## config.mk

```make
export PLATFORM = sky130hd
export DESIGN_NAME = csr_unit
export DESIGN_NICKNAME = d
export VERILOG_FILES = /design/src/design/csr_pkg.sv /design/src/design/csr_trap_if.sv /design/src/design/csr_counters.sv /design/src/design/csr_trap_ctrl.sv /design/src/design/csr_regfile.sv /design/src/design/csr_unit.sv
export VERILOG_INCLUDE_DIRS = /design/src /design/src/design
export SDC_FILE = /design/constraint.sdc
export NUM_CORES = 1
export LEC_CHECK = 0
export BUFFER_PORTS_ARGS = -buffer_cell sky130_fd_sc_hd__buf_4
export CAP_MARGIN = 20
export CORE_UTILIZATION = 35
export DETAILED_ROUTE_END_ITERATION = 7
export GPL_ROUTABILITY_DRIVEN = 0
export MAX_ROUTING_LAYER = met4
export PLACE_DENSITY_LB_ADDON = 0.08
export RECOVER_POWER = 25
export SYNTH_ARGS = -nofsm -noshare
export SYNTH_HDL_FRONTEND = slang
export SYNTH_SLANG_ARGS = --single-unit
```

## constraint.sdc

```tcl
create_clock -name clk_i -period 4 [get_ports clk_i]
set_clock_uncertainty 0.15 [all_clocks]
set_input_delay 0.4 -clock clk_i [delete_from_list [all_inputs] [get_ports clk_i]]
set_output_delay 0.4 -clock clk_i [all_outputs]
set_load 0.01 [all_outputs]
```

## src/design/csr_settings.svh

```systemverilog
`ifndef CSR_SETTINGS_SVH
`define CSR_SETTINGS_SVH

// Datapath widths
`define CSR_XLEN         64
`define CSR_ADDR_W       12
`define CSR_VADDR_W      39
`define CSR_ECODE_W      4
`define CSR_CAUSE_DEC_W  16
`define CSR_INSTR_W      32
`define CSR_HARTID_W     4

// User counter aliases
`define CSR_ADDR_CYCLE          12'hC00
`define CSR_ADDR_INSTRET        12'hC02

// Machine identity, read only
`define CSR_ADDR_MVENDORID      12'hF11
`define CSR_ADDR_MARCHID        12'hF12
`define CSR_ADDR_MIMPID         12'hF13
`define CSR_ADDR_MHARTID        12'hF14

// Machine trap setup and handling
`define CSR_ADDR_MSTATUS        12'h300
`define CSR_ADDR_MISA           12'h301
`define CSR_ADDR_MIE            12'h304
`define CSR_ADDR_MTVEC          12'h305
`define CSR_ADDR_MCOUNTEREN     12'h306
`define CSR_ADDR_MCOUNTINHIBIT  12'h320
`define CSR_ADDR_MSCRATCH       12'h340
`define CSR_ADDR_MEPC           12'h341
`define CSR_ADDR_MCAUSE         12'h342
`define CSR_ADDR_MTVAL          12'h343
`define CSR_ADDR_MIP            12'h344

// Machine counters
`define CSR_ADDR_MCYCLE         12'hB00
`define CSR_ADDR_MINSTRET       12'hB02

// Identity values
`define CSR_MVENDORID_VAL       64'd0
`define CSR_MARCHID_VAL         64'd13
`define CSR_MIMPID_VAL          64'd1
// MXLEN of 64, extensions A, I, S and U
`define CSR_MISA_VAL            {2'b10, 36'b0, 26'h140101}

// Cause code whose tval is the faulting instruction
`define CSR_CAUSE_ILLEGAL_INSTR 2

`endif

```

## src/design/csr_pkg.sv

```systemverilog
package csr_pkg;

`include "csr_settings.svh"

   typedef logic [`CSR_XLEN-1:0]        xlen_t;
   typedef logic [`CSR_ADDR_W-1:0]      csr_addr_t;
   typedef logic [`CSR_VADDR_W-1:0]     vaddr_t;
   typedef logic [`CSR_INSTR_W-1:0]     instr_t;
   typedef logic [`CSR_ECODE_W-1:0]     ecode_t;
   // One bit per cause code
   typedef logic [`CSR_CAUSE_DEC_W-1:0] cause_dec_t;
   typedef logic [`CSR_HARTID_W-1:0]    hartid_t;

   // Only machine and user mode exist
   typedef enum logic [1:0]
   {
      PRIV_U = 2'd0,
      PRIV_M = 2'd3
   } priv_e;

   // Command port operations
   typedef enum logic [3:0]
   {
      OP_CSRRW  = 4'd0,
      OP_CSRRS  = 4'd1,
      OP_CSRRC  = 4'd2,
      OP_CSRRWI = 4'd3,
      OP_CSRRSI = 4'd4,
      OP_CSRRCI = 4'd5,
      OP_MRET   = 4'd6,
      OP_ECALL  = 4'd7,
      OP_EBREAK = 4'd8,
      OP_WFI    = 4'd9
   } csr_op_e;

endpackage

```

## src/design/csr_trap_if.sv

```systemverilog
`timescale 1ns/10ps

interface csr_trap_if;
   import csr_pkg::*;

   // Trap controller to register file
   logic       take_trap;
   logic       trap_interrupt;
   ecode_t     trap_ecode;
   vaddr_t     trap_epc;
   xlen_t      trap_tval;
   logic       mret_commit;
   logic       mret_illegal;
   priv_e      priv;

   // Register file to trap controller
   logic       mstatus_mie;
   logic       mstatus_mpie;
   priv_e      mstatus_mpp;
   cause_dec_t irq_pending;

   modport ctrl
   (
      output take_trap, trap_interrupt, trap_ecode, trap_epc, trap_tval,
      output mret_commit, mret_illegal, priv,
      input  mstatus_mie, mstatus_mpie, mstatus_mpp, irq_pending
   );

   modport regs
   (
      input  take_trap, trap_interrupt, trap_ecode, trap_epc, trap_tval,
      input  mret_commit, mret_illegal, priv,
      output mstatus_mie, mstatus_mpie, mstatus_mpp, irq_pending
   );

endinterface

```

## src/design/csr_counters.sv

```systemverilog
`timescale 1ns/10ps

module csr_counters
(
   input  logic           clk_i,
   input  logic           arst_n_i,
   input  logic           instret_i,
   input  logic [1:0]     inhibit_i,
   input  logic           cycle_we_i,
   input  logic           instret_we_i,
   input  csr_pkg::xlen_t wdata_i,
   output csr_pkg::xlen_t mcycle_o,
   output csr_pkg::xlen_t minstret_o
);
   import csr_pkg::*;

   // Index 1 is mcycle, index 0 is minstret
   xlen_t      cnt_q [2];
   logic [1:0] we;
   logic [1:0] inc;

   assign we  = {cycle_we_i, instret_we_i};
   assign inc = {1'b1, instret_i} & ~inhibit_i;

   always_ff @(posedge clk_i or negedge arst_n_i)
   begin
      if (!arst_n_i)
      begin
         cnt_q[0] <= '0;
         cnt_q[1] <= '0;
      end
      else
      begin
         for (int i = 0; i < 2; i++)
         begin
            // Software write wins over the count
            if (we[i])
               cnt_q[i] <= wdata_i;
            else if (inc[i])
               cnt_q[i] <= cnt_q[i] + xlen_t'(1);
         end
      end
   end

   assign mcycle_o   = cnt_q[1];
   assign minstret_o = cnt_q[0];

   a_we_known: assert property (@(posedge clk_i) disable iff (!arst_n_i)
      !$isunknown({cycle_we_i, instret_we_i}));

endmodule

```

## src/design/csr_trap_ctrl.sv

```systemverilog
`timescale 1ns/10ps
`include "csr_settings.svh"

module csr_trap_ctrl
(
   input  logic                clk_i,
   input  logic                arst_n_i,
   input  logic                csr_cmd_v_i,
   input  csr_pkg::csr_op_e    csr_op_i,
   input  logic                exception_v_i,
   input  csr_pkg::cause_dec_t exception_cause_i,
   input  csr_pkg::vaddr_t     exception_pc_i,
   input  csr_pkg::vaddr_t     exception_vaddr_i,
   input  csr_pkg::instr_t     exception_instr_i,
   input  csr_pkg::vaddr_t     interrupt_pc_i,
   csr_trap_if.ctrl            trap_if,
   output csr_pkg::priv_e      priv_mode_o
);
   import csr_pkg::*;

   priv_e      priv_q;
   logic       gie;
   cause_dec_t irq_masked;
   logic       exc_take;
   logic       irq_take;
   logic       mret_req;
   ecode_t     exc_code;
   ecode_t     irq_code;

   // Lowest set bit wins
   function automatic ecode_t lowest_set(cause_dec_t vec);
      ecode_t code;
      code = '0;
      for (int i = `CSR_CAUSE_DEC_W - 1; i >= 0; i--)
      begin
         if (vec[i])
            code = ecode_t'(i);
      end
      return code;
   endfunction

   // User mode always takes machine interrupts
   assign gie = (trap_if.mstatus_mie && (priv_q == PRIV_M)) || (priv_q == PRIV_U);
   assign irq_masked = trap_if.irq_pending & {`CSR_CAUSE_DEC_W{gie}};

   assign exc_take = exception_v_i & (|exception_cause_i);
   assign irq_take = ~exception_v_i & (|irq_masked);
   assign exc_code = lowest_set(exception_cause_i);
   assign irq_code = lowest_set(irq_masked);
   assign mret_req = csr_cmd_v_i && (csr_op_i == OP_MRET);

   assign trap_if.take_trap      = exc_take | irq_take;
   assign trap_if.trap_interrupt = irq_take;
   assign trap_if.trap_ecode     = irq_take ? irq_code : exc_code;
   assign trap_if.trap_epc       = irq_take ? interrupt_pc_i : exception_pc_i;

   always_comb
   begin
      if (irq_take)
         trap_if.trap_tval = '0;
      else if (exc_code == ecode_t'(`CSR_CAUSE_ILLEGAL_INSTR))
         trap_if.trap_tval = xlen_t'(exception_instr_i);
      else
         trap_if.trap_tval = xlen_t'(exception_vaddr_i);
   end

   // mret from user mode is illegal
   assign trap_if.mret_illegal = mret_req && (priv_q != PRIV_M);
   assign trap_if.mret_commit  = mret_req && (priv_q == PRIV_M) && !trap_if.take_trap;

   always_ff @(posedge clk_i or negedge arst_n_i)
   begin
      if (!arst_n_i)
         priv_q <= PRIV_M;
      else if (trap_if.take_trap)
         priv_q <= PRIV_M;
      else if (trap_if.mret_commit)
         priv_q <= trap_if.mstatus_mpp;
   end

   assign trap_if.priv = priv_q;
   assign priv_mode_o  = priv_q;

   a_trap_mret_excl: assert property (@(posedge clk_i) disable iff (!arst_n_i)
      !(trap_if.take_trap && trap_if.mret_commit));

   // Regfile restores mie from mpie after a committed mret
   a_mret_restore: assert property (@(posedge clk_i) disable iff (!arst_n_i)
      trap_if.mret_commit |=> trap_if.mstatus_mie == $past(trap_if.mstatus_mpie));

endmodule

```

## src/design/csr_regfile.sv

```systemverilog
`timescale 1ns/10ps
`include "csr_settings.svh"

module csr_regfile
(
   input  logic               clk_i,
   input  logic               arst_n_i,
   input  logic               csr_cmd_v_i,
   input  csr_pkg::csr_op_e   csr_op_i,
   input  csr_pkg::csr_addr_t csr_addr_i,
   input  csr_pkg::xlen_t     csr_data_i,
   input  csr_pkg::hartid_t   hartid_i,
   input  logic               timer_irq_i,
   input  logic               software_irq_i,
   input  logic               external_irq_i,
   csr_trap_if.regs           trap_if,
   input  csr_pkg::xlen_t     mcycle_i,
   input  csr_pkg::xlen_t     minstret_i,
   output logic               cycle_we_o,
   output logic               instret_we_o,
   output csr_pkg::xlen_t     wdata_o,
   output logic [1:0]         inhibit_o,
   output csr_pkg::xlen_t     data_o,
   output logic               illegal_instr_o,
   output csr_pkg::vaddr_t    trap_epc_o,
   output csr_pkg::vaddr_t    trap_tvec_o
);
   import csr_pkg::*;

   // msie, mtie and meie
   localparam cause_dec_t IRQ_MASK = 16'h0888;

   logic       mstatus_mie_q;
   logic       mstatus_mpie_q;
   priv_e      mstatus_mpp_q;
   cause_dec_t mie_q;
   cause_dec_t mip_q;
   cause_dec_t irq_in;
   xlen_t      mtvec_q;
   xlen_t      mscratch_q;
   xlen_t      mepc_q;
   xlen_t      mcause_q;
   xlen_t      mtval_q;
   xlen_t      mcounteren_q;
   xlen_t      mcountinhibit_q;

   xlen_t      mstatus_rd;
   xlen_t      rdata;
   xlen_t      operand;
   xlen_t      csr_wdata;
   logic       known;
   logic       csr_access;
   logic       priv_low;
   logic       cnt_denied;
   logic       illegal;
   logic       csr_we;

   always_comb
   begin
      irq_in     = '0;
      irq_in[3]  = software_irq_i;
      irq_in[7]  = timer_irq_i;
      irq_in[11] = external_irq_i;
   end

   always_comb
   begin
      mstatus_rd        = '0;
      mstatus_rd[3]     = mstatus_mie_q;
      mstatus_rd[7]     = mstatus_mpie_q;
      mstatus_rd[12:11] = mstatus_mpp_q;
   end

   // Read mux
   always_comb
   begin
      rdata = '0;
      known = 1'b1;
      case (csr_addr_i)
         `CSR_ADDR_CYCLE, `CSR_ADDR_MCYCLE:     rdata = mcycle_i;
         `CSR_ADDR_INSTRET, `CSR_ADDR_MINSTRET: rdata = minstret_i;
         `CSR_ADDR_MVENDORID:     rdata = `CSR_MVENDORID_VAL;
         `CSR_ADDR_MARCHID:       rdata = `CSR_MARCHID_VAL;
         `CSR_ADDR_MIMPID:        rdata = `CSR_MIMPID_VAL;
         `CSR_ADDR_MHARTID:       rdata = xlen_t'(hartid_i);
         `CSR_ADDR_MSTATUS:       rdata = mstatus_rd;
         `CSR_ADDR_MISA:          rdata = `CSR_MISA_VAL;
         `CSR_ADDR_MIE:           rdata = xlen_t'(mie_q);
         `CSR_ADDR_MTVEC:         rdata = mtvec_q;
         `CSR_ADDR_MCOUNTEREN:    rdata = mcounteren_q;
         `CSR_ADDR_MCOUNTINHIBIT: rdata = mcountinhibit_q;
         `CSR_ADDR_MSCRATCH:      rdata = mscratch_q;
         `CSR_ADDR_MEPC:          rdata = mepc_q;
         `CSR_ADDR_MCAUSE:        rdata = mcause_q;
         `CSR_ADDR_MTVAL:         rdata = mtval_q;
         `CSR_ADDR_MIP:           rdata = xlen_t'(mip_q);
         default:                 known = 1'b0;
      endcase
   end

   // Read-modify-write value
   always_comb
   begin
      operand = csr_data_i;
      if (csr_op_i inside {OP_CSRRWI, OP_CSRRSI, OP_CSRRCI})
         operand = xlen_t'(csr_data_i[4:0]);
      case (csr_op_i)
         OP_CSRRW, OP_CSRRWI: csr_wdata = operand;
         OP_CSRRS, OP_CSRRSI: csr_wdata = rdata | operand;
         OP_CSRRC, OP_CSRRCI: csr_wdata = rdata & ~operand;
         default:             csr_wdata = rdata;
      endcase
   end

   // Access checks
   assign csr_access = csr_cmd_v_i &&
      (csr_op_i inside {OP_CSRRW, OP_CSRRS, OP_CSRRC, OP_CSRRWI, OP_CSRRSI, OP_CSRRCI});
   assign priv_low   = trap_if.priv < csr_addr_i[9:8];
   assign cnt_denied = (trap_if.priv == PRIV_U) &&
      (((csr_addr_i == `CSR_ADDR_CYCLE) && !mcounteren_q[0]) ||
       ((csr_addr_i == `CSR_ADDR_INSTRET) && !mcounteren_q[2]));
   assign illegal = trap_if.mret_illegal || (csr_access && (!known || priv_low || cnt_denied));

   // Address bits 11:10 set mark a read-only CSR; a trap cancels the write
   assign csr_we = csr_access && !illegal && (csr_addr_i[11:10] != 2'b11) &&
                   !trap_if.take_trap;

   always_ff @(posedge clk_i or negedge arst_n_i)
   begin
      if (!arst_n_i)
      begin
         mstatus_mie_q   <= 1'b0;
         mstatus_mpie_q  <= 1'b0;
         mstatus_mpp_q   <= PRIV_U;
         mie_q           <= '0;
         mip_q           <= '0;
         mtvec_q         <= '0;
         mscratch_q      <= '0;
         mepc_q          <= '0;
         mcause_q        <= '0;
         mtval_q         <= '0;
         mcounteren_q    <= '0;
         mcountinhibit_q <= '0;
      end
      else
      begin
         mip_q <= irq_in;
         if (csr_we)
         begin
            case (csr_addr_i)
               `CSR_ADDR_MSTATUS:
               begin
                  mstatus_mie_q  <= csr_wdata[3];
                  mstatus_mpie_q <= csr_wdata[7];
                  // WARL field that reads anything but M back as U
                  mstatus_mpp_q  <= (csr_wdata[12:11] == PRIV_M) ? PRIV_M : PRIV_U;
               end
               `CSR_ADDR_MIE:           mie_q <= cause_dec_t'(csr_wdata) & IRQ_MASK;
               `CSR_ADDR_MTVEC:         mtvec_q <= csr_wdata;
               `CSR_ADDR_MCOUNTEREN:    mcounteren_q <= csr_wdata;
               `CSR_ADDR_MCOUNTINHIBIT: mcountinhibit_q <= csr_wdata;
               `CSR_ADDR_MSCRATCH:      mscratch_q <= csr_wdata;
               `CSR_ADDR_MEPC:          mepc_q <= csr_wdata;
               `CSR_ADDR_MCAUSE:        mcause_q <= csr_wdata;
               `CSR_ADDR_MTVAL:         mtval_q <= csr_wdata;
               default:;
            endcase
         end
         if (trap_if.take_trap)
         begin
            mepc_q         <= xlen_t'(trap_if.trap_epc);
            mtval_q        <= trap_if.trap_tval;
            mcause_q       <= {trap_if.trap_interrupt, {(`CSR_XLEN - `CSR_ECODE_W - 1){1'b0}},
                               trap_if.trap_ecode};
            mstatus_mpp_q  <= trap_if.priv;
            mstatus_mpie_q <= mstatus_mie_q;
            mstatus_mie_q  <= 1'b0;
         end
         else if (trap_if.mret_commit)
         begin
            mstatus_mie_q  <= mstatus_mpie_q;
            mstatus_mpie_q <= 1'b1;
            mstatus_mpp_q  <= PRIV_U;
         end
      end
   end

   assign trap_if.mstatus_mie  = mstatus_mie_q;
   assign trap_if.mstatus_mpie = mstatus_mpie_q;
   assign trap_if.mstatus_mpp  = mstatus_mpp_q;
   assign trap_if.irq_pending  = mie_q & mip_q;

   // Counter side
   assign cycle_we_o   = csr_we && (csr_addr_i == `CSR_ADDR_MCYCLE);
   assign instret_we_o = csr_we && (csr_addr_i == `CSR_ADDR_MINSTRET);
   assign wdata_o      = csr_wdata;
   assign inhibit_o    = {mcountinhibit_q[0], mcountinhibit_q[2]};

   assign data_o          = rdata;
   assign illegal_instr_o = illegal;
   assign trap_epc_o      = mepc_q[`CSR_VADDR_W-1:0];
   assign trap_tvec_o     = mtvec_q[`CSR_VADDR_W-1:0];

endmodule

```

## src/design/csr_unit.sv

```systemverilog
`timescale 1ns/10ps

module csr_unit
(
   input  logic                clk_i,
   input  logic                arst_n_i,
   input  logic                csr_cmd_v_i,
   input  csr_pkg::csr_op_e    csr_op_i,
   input  csr_pkg::csr_addr_t  csr_addr_i,
   input  csr_pkg::xlen_t      csr_data_i,
   output csr_pkg::xlen_t      data_o,
   output logic                v_o,
   output logic                illegal_instr_o,
   input  csr_pkg::hartid_t    hartid_i,
   input  logic                instret_i,
   input  logic                exception_v_i,
   input  csr_pkg::cause_dec_t exception_cause_i,
   input  csr_pkg::vaddr_t     exception_pc_i,
   input  csr_pkg::vaddr_t     exception_vaddr_i,
   input  csr_pkg::instr_t     exception_instr_i,
   input  csr_pkg::vaddr_t     interrupt_pc_i,
   input  logic                timer_irq_i,
   input  logic                software_irq_i,
   input  logic                external_irq_i,
   output logic                trap_exception_o,
   output logic                trap_interrupt_o,
   output logic                trap_eret_o,
   output csr_pkg::vaddr_t     trap_epc_o,
   output csr_pkg::vaddr_t     trap_tvec_o,
   output csr_pkg::priv_e      priv_mode_o
);
   import csr_pkg::*;

   xlen_t      mcycle;
   xlen_t      minstret;
   xlen_t      cnt_wdata;
   logic       cycle_we;
   logic       instret_we;
   logic [1:0] inhibit;

   csr_trap_if trap_if_inst();

   csr_trap_ctrl csr_trap_ctrl_inst
   (
      .clk_i             (clk_i),
      .arst_n_i          (arst_n_i),
      .csr_cmd_v_i       (csr_cmd_v_i),
      .csr_op_i          (csr_op_i),
      .exception_v_i     (exception_v_i),
      .exception_cause_i (exception_cause_i),
      .exception_pc_i    (exception_pc_i),
      .exception_vaddr_i (exception_vaddr_i),
      .exception_instr_i (exception_instr_i),
      .interrupt_pc_i    (interrupt_pc_i),
      .trap_if           (trap_if_inst.ctrl),
      .priv_mode_o       (priv_mode_o)
   );

   csr_regfile csr_regfile_inst
   (
      .clk_i           (clk_i),
      .arst_n_i        (arst_n_i),
      .csr_cmd_v_i     (csr_cmd_v_i),
      .csr_op_i        (csr_op_i),
      .csr_addr_i      (csr_addr_i),
      .csr_data_i      (csr_data_i),
      .hartid_i        (hartid_i),
      .timer_irq_i     (timer_irq_i),
      .software_irq_i  (software_irq_i),
      .external_irq_i  (external_irq_i),
      .trap_if         (trap_if_inst.regs),
      .mcycle_i        (mcycle),
      .minstret_i      (minstret),
      .cycle_we_o      (cycle_we),
      .instret_we_o    (instret_we),
      .wdata_o         (cnt_wdata),
      .inhibit_o       (inhibit),
      .data_o          (data_o),
      .illegal_instr_o (illegal_instr_o),
      .trap_epc_o      (trap_epc_o),
      .trap_tvec_o     (trap_tvec_o)
   );

   csr_counters csr_counters_inst
   (
      .clk_i        (clk_i),
      .arst_n_i     (arst_n_i),
      .instret_i    (instret_i),
      .inhibit_i    (inhibit),
      .cycle_we_i   (cycle_we),
      .instret_we_i (instret_we),
      .wdata_i      (cnt_wdata),
      .mcycle_o     (mcycle),
      .minstret_o   (minstret)
   );

   assign v_o              = csr_cmd_v_i;
   assign trap_exception_o = trap_if_inst.take_trap & ~trap_if_inst.trap_interrupt;
   assign trap_interrupt_o = trap_if_inst.trap_interrupt;
   assign trap_eret_o      = trap_if_inst.mret_commit;

endmodule

```

==> results of run 1 <==
state kept, by name (all words and copies together), names as in the netlist:
name / cells
csr_regfile_inst.mcause_q: 64
csr_regfile_inst.mcountinhibit_q: 64
csr_regfile_inst.mcounteren_q: 64
csr_regfile_inst.mepc_q: 64
csr_regfile_inst.mtval_q: 64
csr_regfile_inst.mie_q: 3
csr_regfile_inst.trap_if.mstatus_mpie: 1
csr_counters_inst.minstret_o: 64
csr_regfile_inst.mscratch_q: 64
csr_trap_ctrl_inst.priv_mode_o: 2
csr_regfile_inst.trap_if.mstatus_mpp: 2
csr_regfile_inst.mip_q: 3
csr_regfile_inst.trap_if.mstatus_mie: 1
csr_counters_inst.mcycle_o: 64
csr_regfile_inst.mtvec_q: 64
synthesized netlist by cell type, types with 10 or more instances:
master     instances
a211oi_1          41
a21oi_1          312
a221oi_1          30
a222oi_1          62
a22o_1            43
a22oi_1           87
a2bb2oi_1         13
a31oi_1           64
a32oi_1           35
and3_1            45
and4_1            13
buf_1             17
buf_2             51
buf_4             85
clkbuf_1         228
dfrtp_1          586
inv_1             37
mux2i_1           19
nand2_1          446
nand3_1           94
nand4_1           68
nor2_1           216
nor3_1            65
nor4_1            52
o21a_1            41
o21ai_0          458
o22a_1            22
o22ai_1           32
or3_1             27
or4_1             10
xnor2_1           60
xor2_1            65
cells by family (layout without fill, tap and decap cells):
| family | count (synthesis) | after routing |
|---|---|---|
| AO/OA/AOI/OAI | 1313 | 1313 |
| XOR/XNOR | 125 | 125 |
| adder cells (fa/ha/maj) | 3 | 3 |
| buffers and inverters | 420 | 823 |
| flip-flops | 588 | 588 |
| multiplexers | 30 | 30 |
| other | 0 | 1 |
| AND/OR/NAND/NOR | 1100 | 1100 |
routing by layer:
metal,GRT usage,vias up,wire (µm)
li1,-,13897,-
met1,0.442,15591,63300
met2,0.531,1455,70900
met3,0.0440,257,11100
met4,0.121,0,5840
met5,-,-,0
report_power, final:
group | switching, µW | internal, µW
logic | 841 | 560
clock network | 2680 | 3950
registers | 203 | 6100
total | 3720 | 10600
cells in the final DEF, fill, tap and decap left out, types with 7 or more instances in the layout:
cell type / netlist / routed
o21ai_0: 458 / 458
mux2i_1: 19 / 19
clkbuf_1: 228 / 26
clkbuf_8: 0 / 9
mux2_2: 9 / 9
a22oi_1: 87 / 87
inv_1: 37 / 36
a221o_1: 7 / 7
a21o_1: 9 / 9
xor2_1: 65 / 65
nor2_1: 216 / 211
nand4_1: 68 / 68
dfrtp_1: 586 / 586
a22o_1: 43 / 43
nand3_1: 94 / 90
nor3_1: 65 / 64
buf_4: 85 / 548
nor4_4: 1 / 8
a2bb2oi_1: 13 / 13
a32oi_1: 35 / 35
a211oi_1: 41 / 41
nand2_1: 446 / 445
a222oi_1: 62 / 62
a41oi_1: 7 / 7
or3_1: 27 / 27
or4_1: 10 / 10
o22ai_1: 32 / 32
nor4_1: 52 / 48
and3_1: 45 / 44
dlygate4sd3_1: 0 / 65
o21a_1: 41 / 41
a221oi_1: 30 / 30
xnor2_1: 60 / 60
buf_12: 0 / 38
and4_1: 13 / 11
a31oi_1: 64 / 64
clkbuf_16: 0 / 76
a21oi_1: 312 / 312
o22a_1: 22 / 22
timing repair:
item | in CTS | in global routing
hold endpoints to repair | 104 | 0
setup endpoints to repair | 0 | 1
hold buffers | 65 | 0
buffers inserted | 0 | 0
resized for setup | 0 | 1
layout make-up:
cell class,count,area share
multi-input cells,2571,0.386
flip-flops and latches,588,0.373
repair buffers,663,0.142
clock buffers,107,0.0534
well taps,1165,0.0369
clock inverters,14,0.00542
inverters,39,0.00371
diodes,1,0.0000634
stage by stage:
| stage | cell area (µm²) | setup WS (ps) |
|---|---|---|
| after floorplan | 31700 | 961 |
| after global placement | 36500 | 265 |
| after detailed placement | 36600 | 242 |
| after CTS | 39500 | 188 |
| after global routing | 39500 | 67.0 |
| final | 39500 | 174 |
worst max-delay path by stage:
stage | depth (start not counted) | from | endpoint
after floorplan | 7 | exception_cause_i[9] | csr_counters_inst.minstret_o[23]
after global placement | 9 | exception_cause_i[9] | csr_regfile_inst.trap_if.mstatus_mpp[1]
after detailed placement | 9 | exception_cause_i[9] | csr_regfile_inst.trap_if.mstatus_mpp[0]
after CTS | 9 | csr_regfile_inst.mie_q[11] | csr_regfile_inst.mepc_q[11]
after global routing | 3 | arst_n_i | csr_regfile_inst.mtval_q[35]
final | 9 | csr_trap_ctrl_inst.priv_mode_o[1] | csr_regfile_inst.mepc_q[24]
worst max-delay path, cell delays in order, from the launching register on:
cell	delay, ps
dfstp_2	630
ha_1	180
a21oi_1	40
a21oi_1	440
and3_1	700
nand2_1	270
nor2_4	140
buf_4	350
a221oi_1	150
dlygate4sd3_1	610
==> metrics.md, run 1 <==
| Metric | Value |
|---|---|
| Die H | 303 µm |
| Clock Latency Late Sink | 630 ps |
| DRT Pass-1 Iters | 7 |
| Hold WC Path Type | in -> reg |
| DR iter-0 viols | approximately 3400 |
| Startpoint types | register |
| Remaining global-route overflow | 0 |
| Initial antenna violation count | 5 |
| Util after Layout | 0.444 |
| Setup violators final | 0 |
| Initial core utilization | 0.356 |
| Total power | about 14000 µW |
| RSZ-0062 raised after global routing | false |
| Clock transition at path regs | 60 ps |
| Crit-path max FO | 16 |
| DR vias | approximately 31000 |
| Mux contribution to synthesized area | 0.0106 |
| Vias in the first global route | approximately 30000 |
| CTS tree | built |
| Hold Crit Start | exception_pc_i[10] |
| Ys flop type | dfrtp_1 |
| Top-level I/O count | roughly 410 |
| Synthesized flop and latch total | 588 |
| Post-synth top area cell | dfrtp_1 |
| Yosys warnings | 0 |
| Slew HR | -0.554 |
| Final layout net count | about 4200 |
| Syn Area/Cell | 8.84 µm² |
| Post-Synth XOR/XNOR Area | 0.0346 |
| Routed WL per cell | 29.4 µm |
| Post-Syn Area | roughly 32000 µm² |
| Number of synthesized flops with an enable pin | 0 |
| R2R Path End | csr_regfile_inst.mepc_q[24] |
| Num CTS Buffers | 71 |
| Root Buffer | clkbuf_16 |
| Worst-Margin Slew | 2330 ps |
| Core area | roughly 89000 µm² |
| Crit path time final | 3830 ps |
| Arrival time at the worst endpoint | 4180 ps |
| Worst-case vdd ir drop | 266 µV |
| Dpl hpwl | 104000 µm |
| Total Routing Usage GR | 0.336 |
| Share of cells above drive strength 1 | 0.192 |
| First-pass GRT wire length | approximately 220000 µm |
| Layout Cells excl Fill | 5148 |
| Post-synthesis adder-cell area fraction | 0.00119 |
| Critical path endpoint category | register |
| Dpl cells | 4961 |
| Worst Hold Path Cells | 3 |
| Worst reg-to-reg setup slack | approximately 170 ps |
| Async SR Flop Fraction | 1.00 |
| Post-route DRC | 0 |
| Largest family of logic cells by synthesized area | compound AO/OA/AOI/OAI gates |
| Status | finished with violations |
| Worst r2r src | csr_trap_ctrl_inst.priv_mode_o[1] |
| Post-Synth Simple-Gate Area | 0.165 |
| Hold Violations, Final | 0 |
| Failing checks | max-capacitance violations, max-slew violations |
| ANT nets after route | 0 |
| Hold EP | csr_regfile_inst.mepc_q[10] |
| Die ar. | between 90000 and 100000 µm² |
| Flip-flop and latch area | ~15000 µm² |
| Fillers | 8877 |
| Fraction of the mapped netlist area in compound gates | 0.261 |
| Max Slew Vio Count | 66 |
| PortBufs | ~400 |
| Htree depth | 3 |
| R2R cell count | 9 |
| Clk sinks | ~590 |
| Pwr Density | between 300 and 400 nW/µm² |
| Vias per inst | 6.06 |
| Crit path kind | reg -> reg |
| Top cell type's share of synthesized area | 0.463 |
| Site row count | around 110 |
| Area Growth Syn to Fin | 24.8% |
| Top post-synthesis cells by area | dfrtp_1, o21ai_0, nand2_1, a21oi_1, clkbuf_1 |
| Post-synth cell types | 80 |
| Min Hold Slack | roughly 30 ps |
| Multi-input gate area | 15300 µm² |
| Sequential fraction of the synthesis area | 0.465 |
| Leakage power | around 0.017 µW |
| Largest net degree at the start of global routing | between 100 and 150 |
| Critical Path RT | around 4400 ps |
| Mapped Nets | 3839 |
| Setup TNS | 0 ps |
| Die width | 303 µm |
| Part of the cycle the worst path needs | 0.956 |
| WL final | roughly 150000 µm |
| Fmax | about 260 MHz |
| Gate Count Post-Synth | between 3000 and 4000 |
| Max-Cap Viols | 1 |
| Clk buf depth | 3 |
Power figures use the tool's default switching activity.
==> run 2: changes to the inputs <==
==> constraint.sdc (replaced) <==
create_clock -name clk_i -period 3.46 [get_ports clk_i]
set_clock_uncertainty 0.15 [all_clocks]
set_input_delay 0.346 -clock clk_i [delete_from_list [all_inputs] [get_ports clk_i]]
set_output_delay 0.346 -clock clk_i [all_outputs]
set_load 0.01 [all_outputs]
==> metrics.md, run 2 (same netlist as run 1, synthesis figures left out) <==
| Metric | Value |
|---|---|
| Status | finished with violations (unchanged) |
| Failing checks | max-capacitance violations, max-slew violations (unchanged) |
| Routed WL per cell | 28.9 µm (was 29.4 µm) |
| Hold Violations, Final | 0 (unchanged) |
| Crit path time final | 3350 ps |
| Max-Cap Viols | 1 (unchanged) |
| Slew HR | -0.306 (was -0.554) |
| NetSw | 4360 µW (was 3720 µW) |
| Critical path's largest stage delay | 540 ps (was 700 ps) |
| Clock transition at path regs | 60 ps (about the same) |
| Dpl ws | -55.9 ps (was 242 ps) |
| Crit-path max FO | 39 (was 16) |
| Crit path kind | reg -> out (was reg -> reg) |
| Area Growth Syn to Fin | 28.1% (was 24.8%) |
| Largest net degree at the start of global routing | 74 (was 107) |
| Commonest non-fill, non-tap cells in the layout | buf_4, dfrtp_1, o21ai_0, nand2_1, a21oi_1 (was dfrtp_1, buf_4, o21ai_0, nand2_1, a21oi_1) |
| Final Cell Area | 40500 µm² (was 39500 µm²) |
| Vias in the first global route | 30291 (was 29978) |
| Clock share of power | 0.458 (was 0.463) |
| Min Hold Slack | 10.2 ps (was 29.3 ps) |
| Clock Latency Late Sink | 620 ps (was 630 ps) |
| PortBufs | 405 (unchanged) |
| Commonest non-fill, non-tap cell in the layout | buf_4 (was dfrtp_1) |
| Hold Crit Start | exception_pc_i[13] (was exception_pc_i[10]) |
| Worst r2r src | csr_regfile_inst.mtval_q[20] (was csr_trap_ctrl_inst.priv_mode_o[1]) |
| Worst-Margin Slew | 1960 ps (was 2330 ps) |
| DRT Pass-1 Iters | 8 (was 7) |
| Post-route DRC | 0 (unchanged) |
| Worst-case vdd ir drop | 287 µV (was 266 µV) |
| Critical path endpoint category | primary output (was register) |
| Site row count | 109 (unchanged) |
| Crit path cell chain | buf_4 -> or2_2 -> a211o_4 -> nand2_4 -> buf_4 -> nor2_1 -> buf_4 (was ha_1 -> a21oi_1 -> a21oi_1 -> and3_1 -> nand2_1 -> nor2_4 -> buf_4 -> a221oi_1 -> dlygate4sd3_1) |
| Setup TNS | 0 ps (unchanged) |
| Final layout net count | 4300 (was 4194) |
| CTS tree | built (unchanged) |
| Sw Ratio | 0.263 (was 0.260) |
| Critical Path RT | 2960 ps (was 4360 ps) |
| Vias per inst | 6.01 (was 6.06) |
| Sequential share of power | 0.439 (was 0.440) |
| Die width | 303 µm (unchanged) |
| Share of cells above drive strength 1 | 0.210 (was 0.192) |
| Clk sinks | 588 (unchanged) |
| Root Buffer | clkbuf_16 (unchanged) |
| Die H | 303 µm (unchanged) |
| Slowest CP cell | buf_4 (was and3_1) |
| Hold WC Path Type | in -> reg (unchanged) |
| Die ar. | 91700 µm² (unchanged) |
| R2R cell count | 8 (was 9) |
| Setup Buffers After CTS | 0 (unchanged) |
| First-pass GRT wire length | 219000 µm (was 217000 µm) |
| DR iter-0 viols | 3189 (was 3368) |
| Comb power frac | 0.103 (was 0.098) |
| Layout Cells excl Fill | 5252 (was 5148) |
| Setup violators final | 0 (unchanged) |
| Worst Hold Path Cells | 3 (unchanged) |
| Part of the cycle the worst path needs | 0.968 |
| Hold EP | csr_regfile_inst.mepc_q[13] (was csr_regfile_inst.mepc_q[10]) |
| Fmax | 299 MHz |
| Most used cell, CP | buf_4 (was a21oi_1) |
| Worst setup margin | 111 ps (was 174 ps) |
| Worst reg-to-reg setup slack | 140 ps (was 170 ps) |
| Core area | 88900 µm² (unchanged) |
| Max Slew Vio Count | 61 (was 66) |
| Initial core utilization | 0.356 (unchanged) |
| Crit path max-delay family | buffers and inverters (was simple AND/OR/NAND/NOR gates) |
| RSZ-0062 raised after global routing | false (unchanged) |
| Worst path bufs/invs | 3 (was 2) |
| Dpl hpwl | 107000 µm (was 104000 µm) |
| Htree depth | 3 (unchanged) |
| Startpoint types | register (unchanged) |
| Placed Area | 37500 µm² (was 36600 µm²) |
| Pwr Density | 409 nW/µm² (was 363 nW/µm²) |
| R2R Path End | csr_regfile_inst.mepc_q[20] (was csr_regfile_inst.mepc_q[24]) |
| Dpl cells | 5046 (was 4961) |
| Internal Power | 12200 µW (was 10600 µW) |
| DR vias | 31585 (was 31200) |
| WL final | 152000 µm (was 151000 µm) |
| Num CTS Buffers | 69 (was 71) |
| Leakage power | 0.0177 µW (was 0.0171 µW) |
| Total Routing Usage GR | 0.338 (was 0.336) |
| ANT nets after route | 0 (unchanged) |
| Top-level I/O count | 406 (unchanged) |
| Clk buf depth | 3 (unchanged) |
| Remaining global-route overflow | 0 (unchanged) |
| Arrival time at the worst endpoint | 2850 ps (was 4180 ps) |
| Initial antenna violation count | 5 (unchanged) |
==> run 2: worst max path at each step <==
stage                                      startpoint                                      end  slack [ps]  cells after the start
floorplan                        exception_cause_i[9]         csr_counters_inst.minstret_o[23]         480                      7
global placement                        csr_addr_i[6]  csr_regfile_inst.trap_if.mstatus_mpp[0]         -30                     11
detailed placement                      csr_addr_i[4]  csr_regfile_inst.trap_if.mstatus_mpp[0]         -60                     10
CTS                 csr_trap_ctrl_inst.priv_mode_o[0]              csr_regfile_inst.mepc_q[20]          10                      9
global route                            csr_addr_i[0]               csr_regfile_inst.mepc_q[7]          20                     11
finish              csr_trap_ctrl_inst.priv_mode_o[1]                              trap_eret_o         110                      7
==> run 2: what timing repair did <==
action                                  in CTS  in global routing
hold endpoints to repair                   109                  0
hold buffers                                86                  0
endpoints found under the setup margin       0                  7
resized for setup                            0                  1
==> run 2: layout make-up <==
cell class | instances | area (µm²)
diodes | 2 | 5.00
clock buffers | 105 | 2100
clock inverters | 11 | 166
fillers | 8838 | 48400
inverters | 39 | 146
multi-input cells | 2571 | 15200
flip-flops and latches | 588 | 14700
well taps | 1165 | 1460
repair buffers | 771 | 6700
==> run 2: power by group through the flow <==
stage | Sequential, µW | Clock, µW | Combinational (µW)
global route | 7290 | 7910 | 1840
detailed placement | 7390 | 0 | 1620
CTS | 7270 | 7640 | 1720
finish | 7280 | 7600 | 1710
global placement | 7390 | 0 | 1620
floorplan | 7300 | 0 | 701
==> run 2: worst reg2reg max path, delay by kind of cell, from the launching register on <==
kind | cells | cell delay (ps)
compound gates | 5 | 1500
simple gates | 1 | 260
mux | 1 | 280
flops | 1 | 410
buf+inv | 1 | 610
==> run 2: routing by layer <==
layer / GRT usage / wire length [µm]
met5: - / 0
met4: 0.105 / 4920
met2: 0.544 / 72800
met3: 0.0415 / 9420
met1: 0.443 / 64800
==> run 2: per-stage QoR <==
stage	total power, µW	utilization
final	16600	0.456
after floorplan	8000	-
after CTS	16600	0.456
after detailed placement	9020	0.421
after global placement	9010	0.421
after global routing	17000	0.456
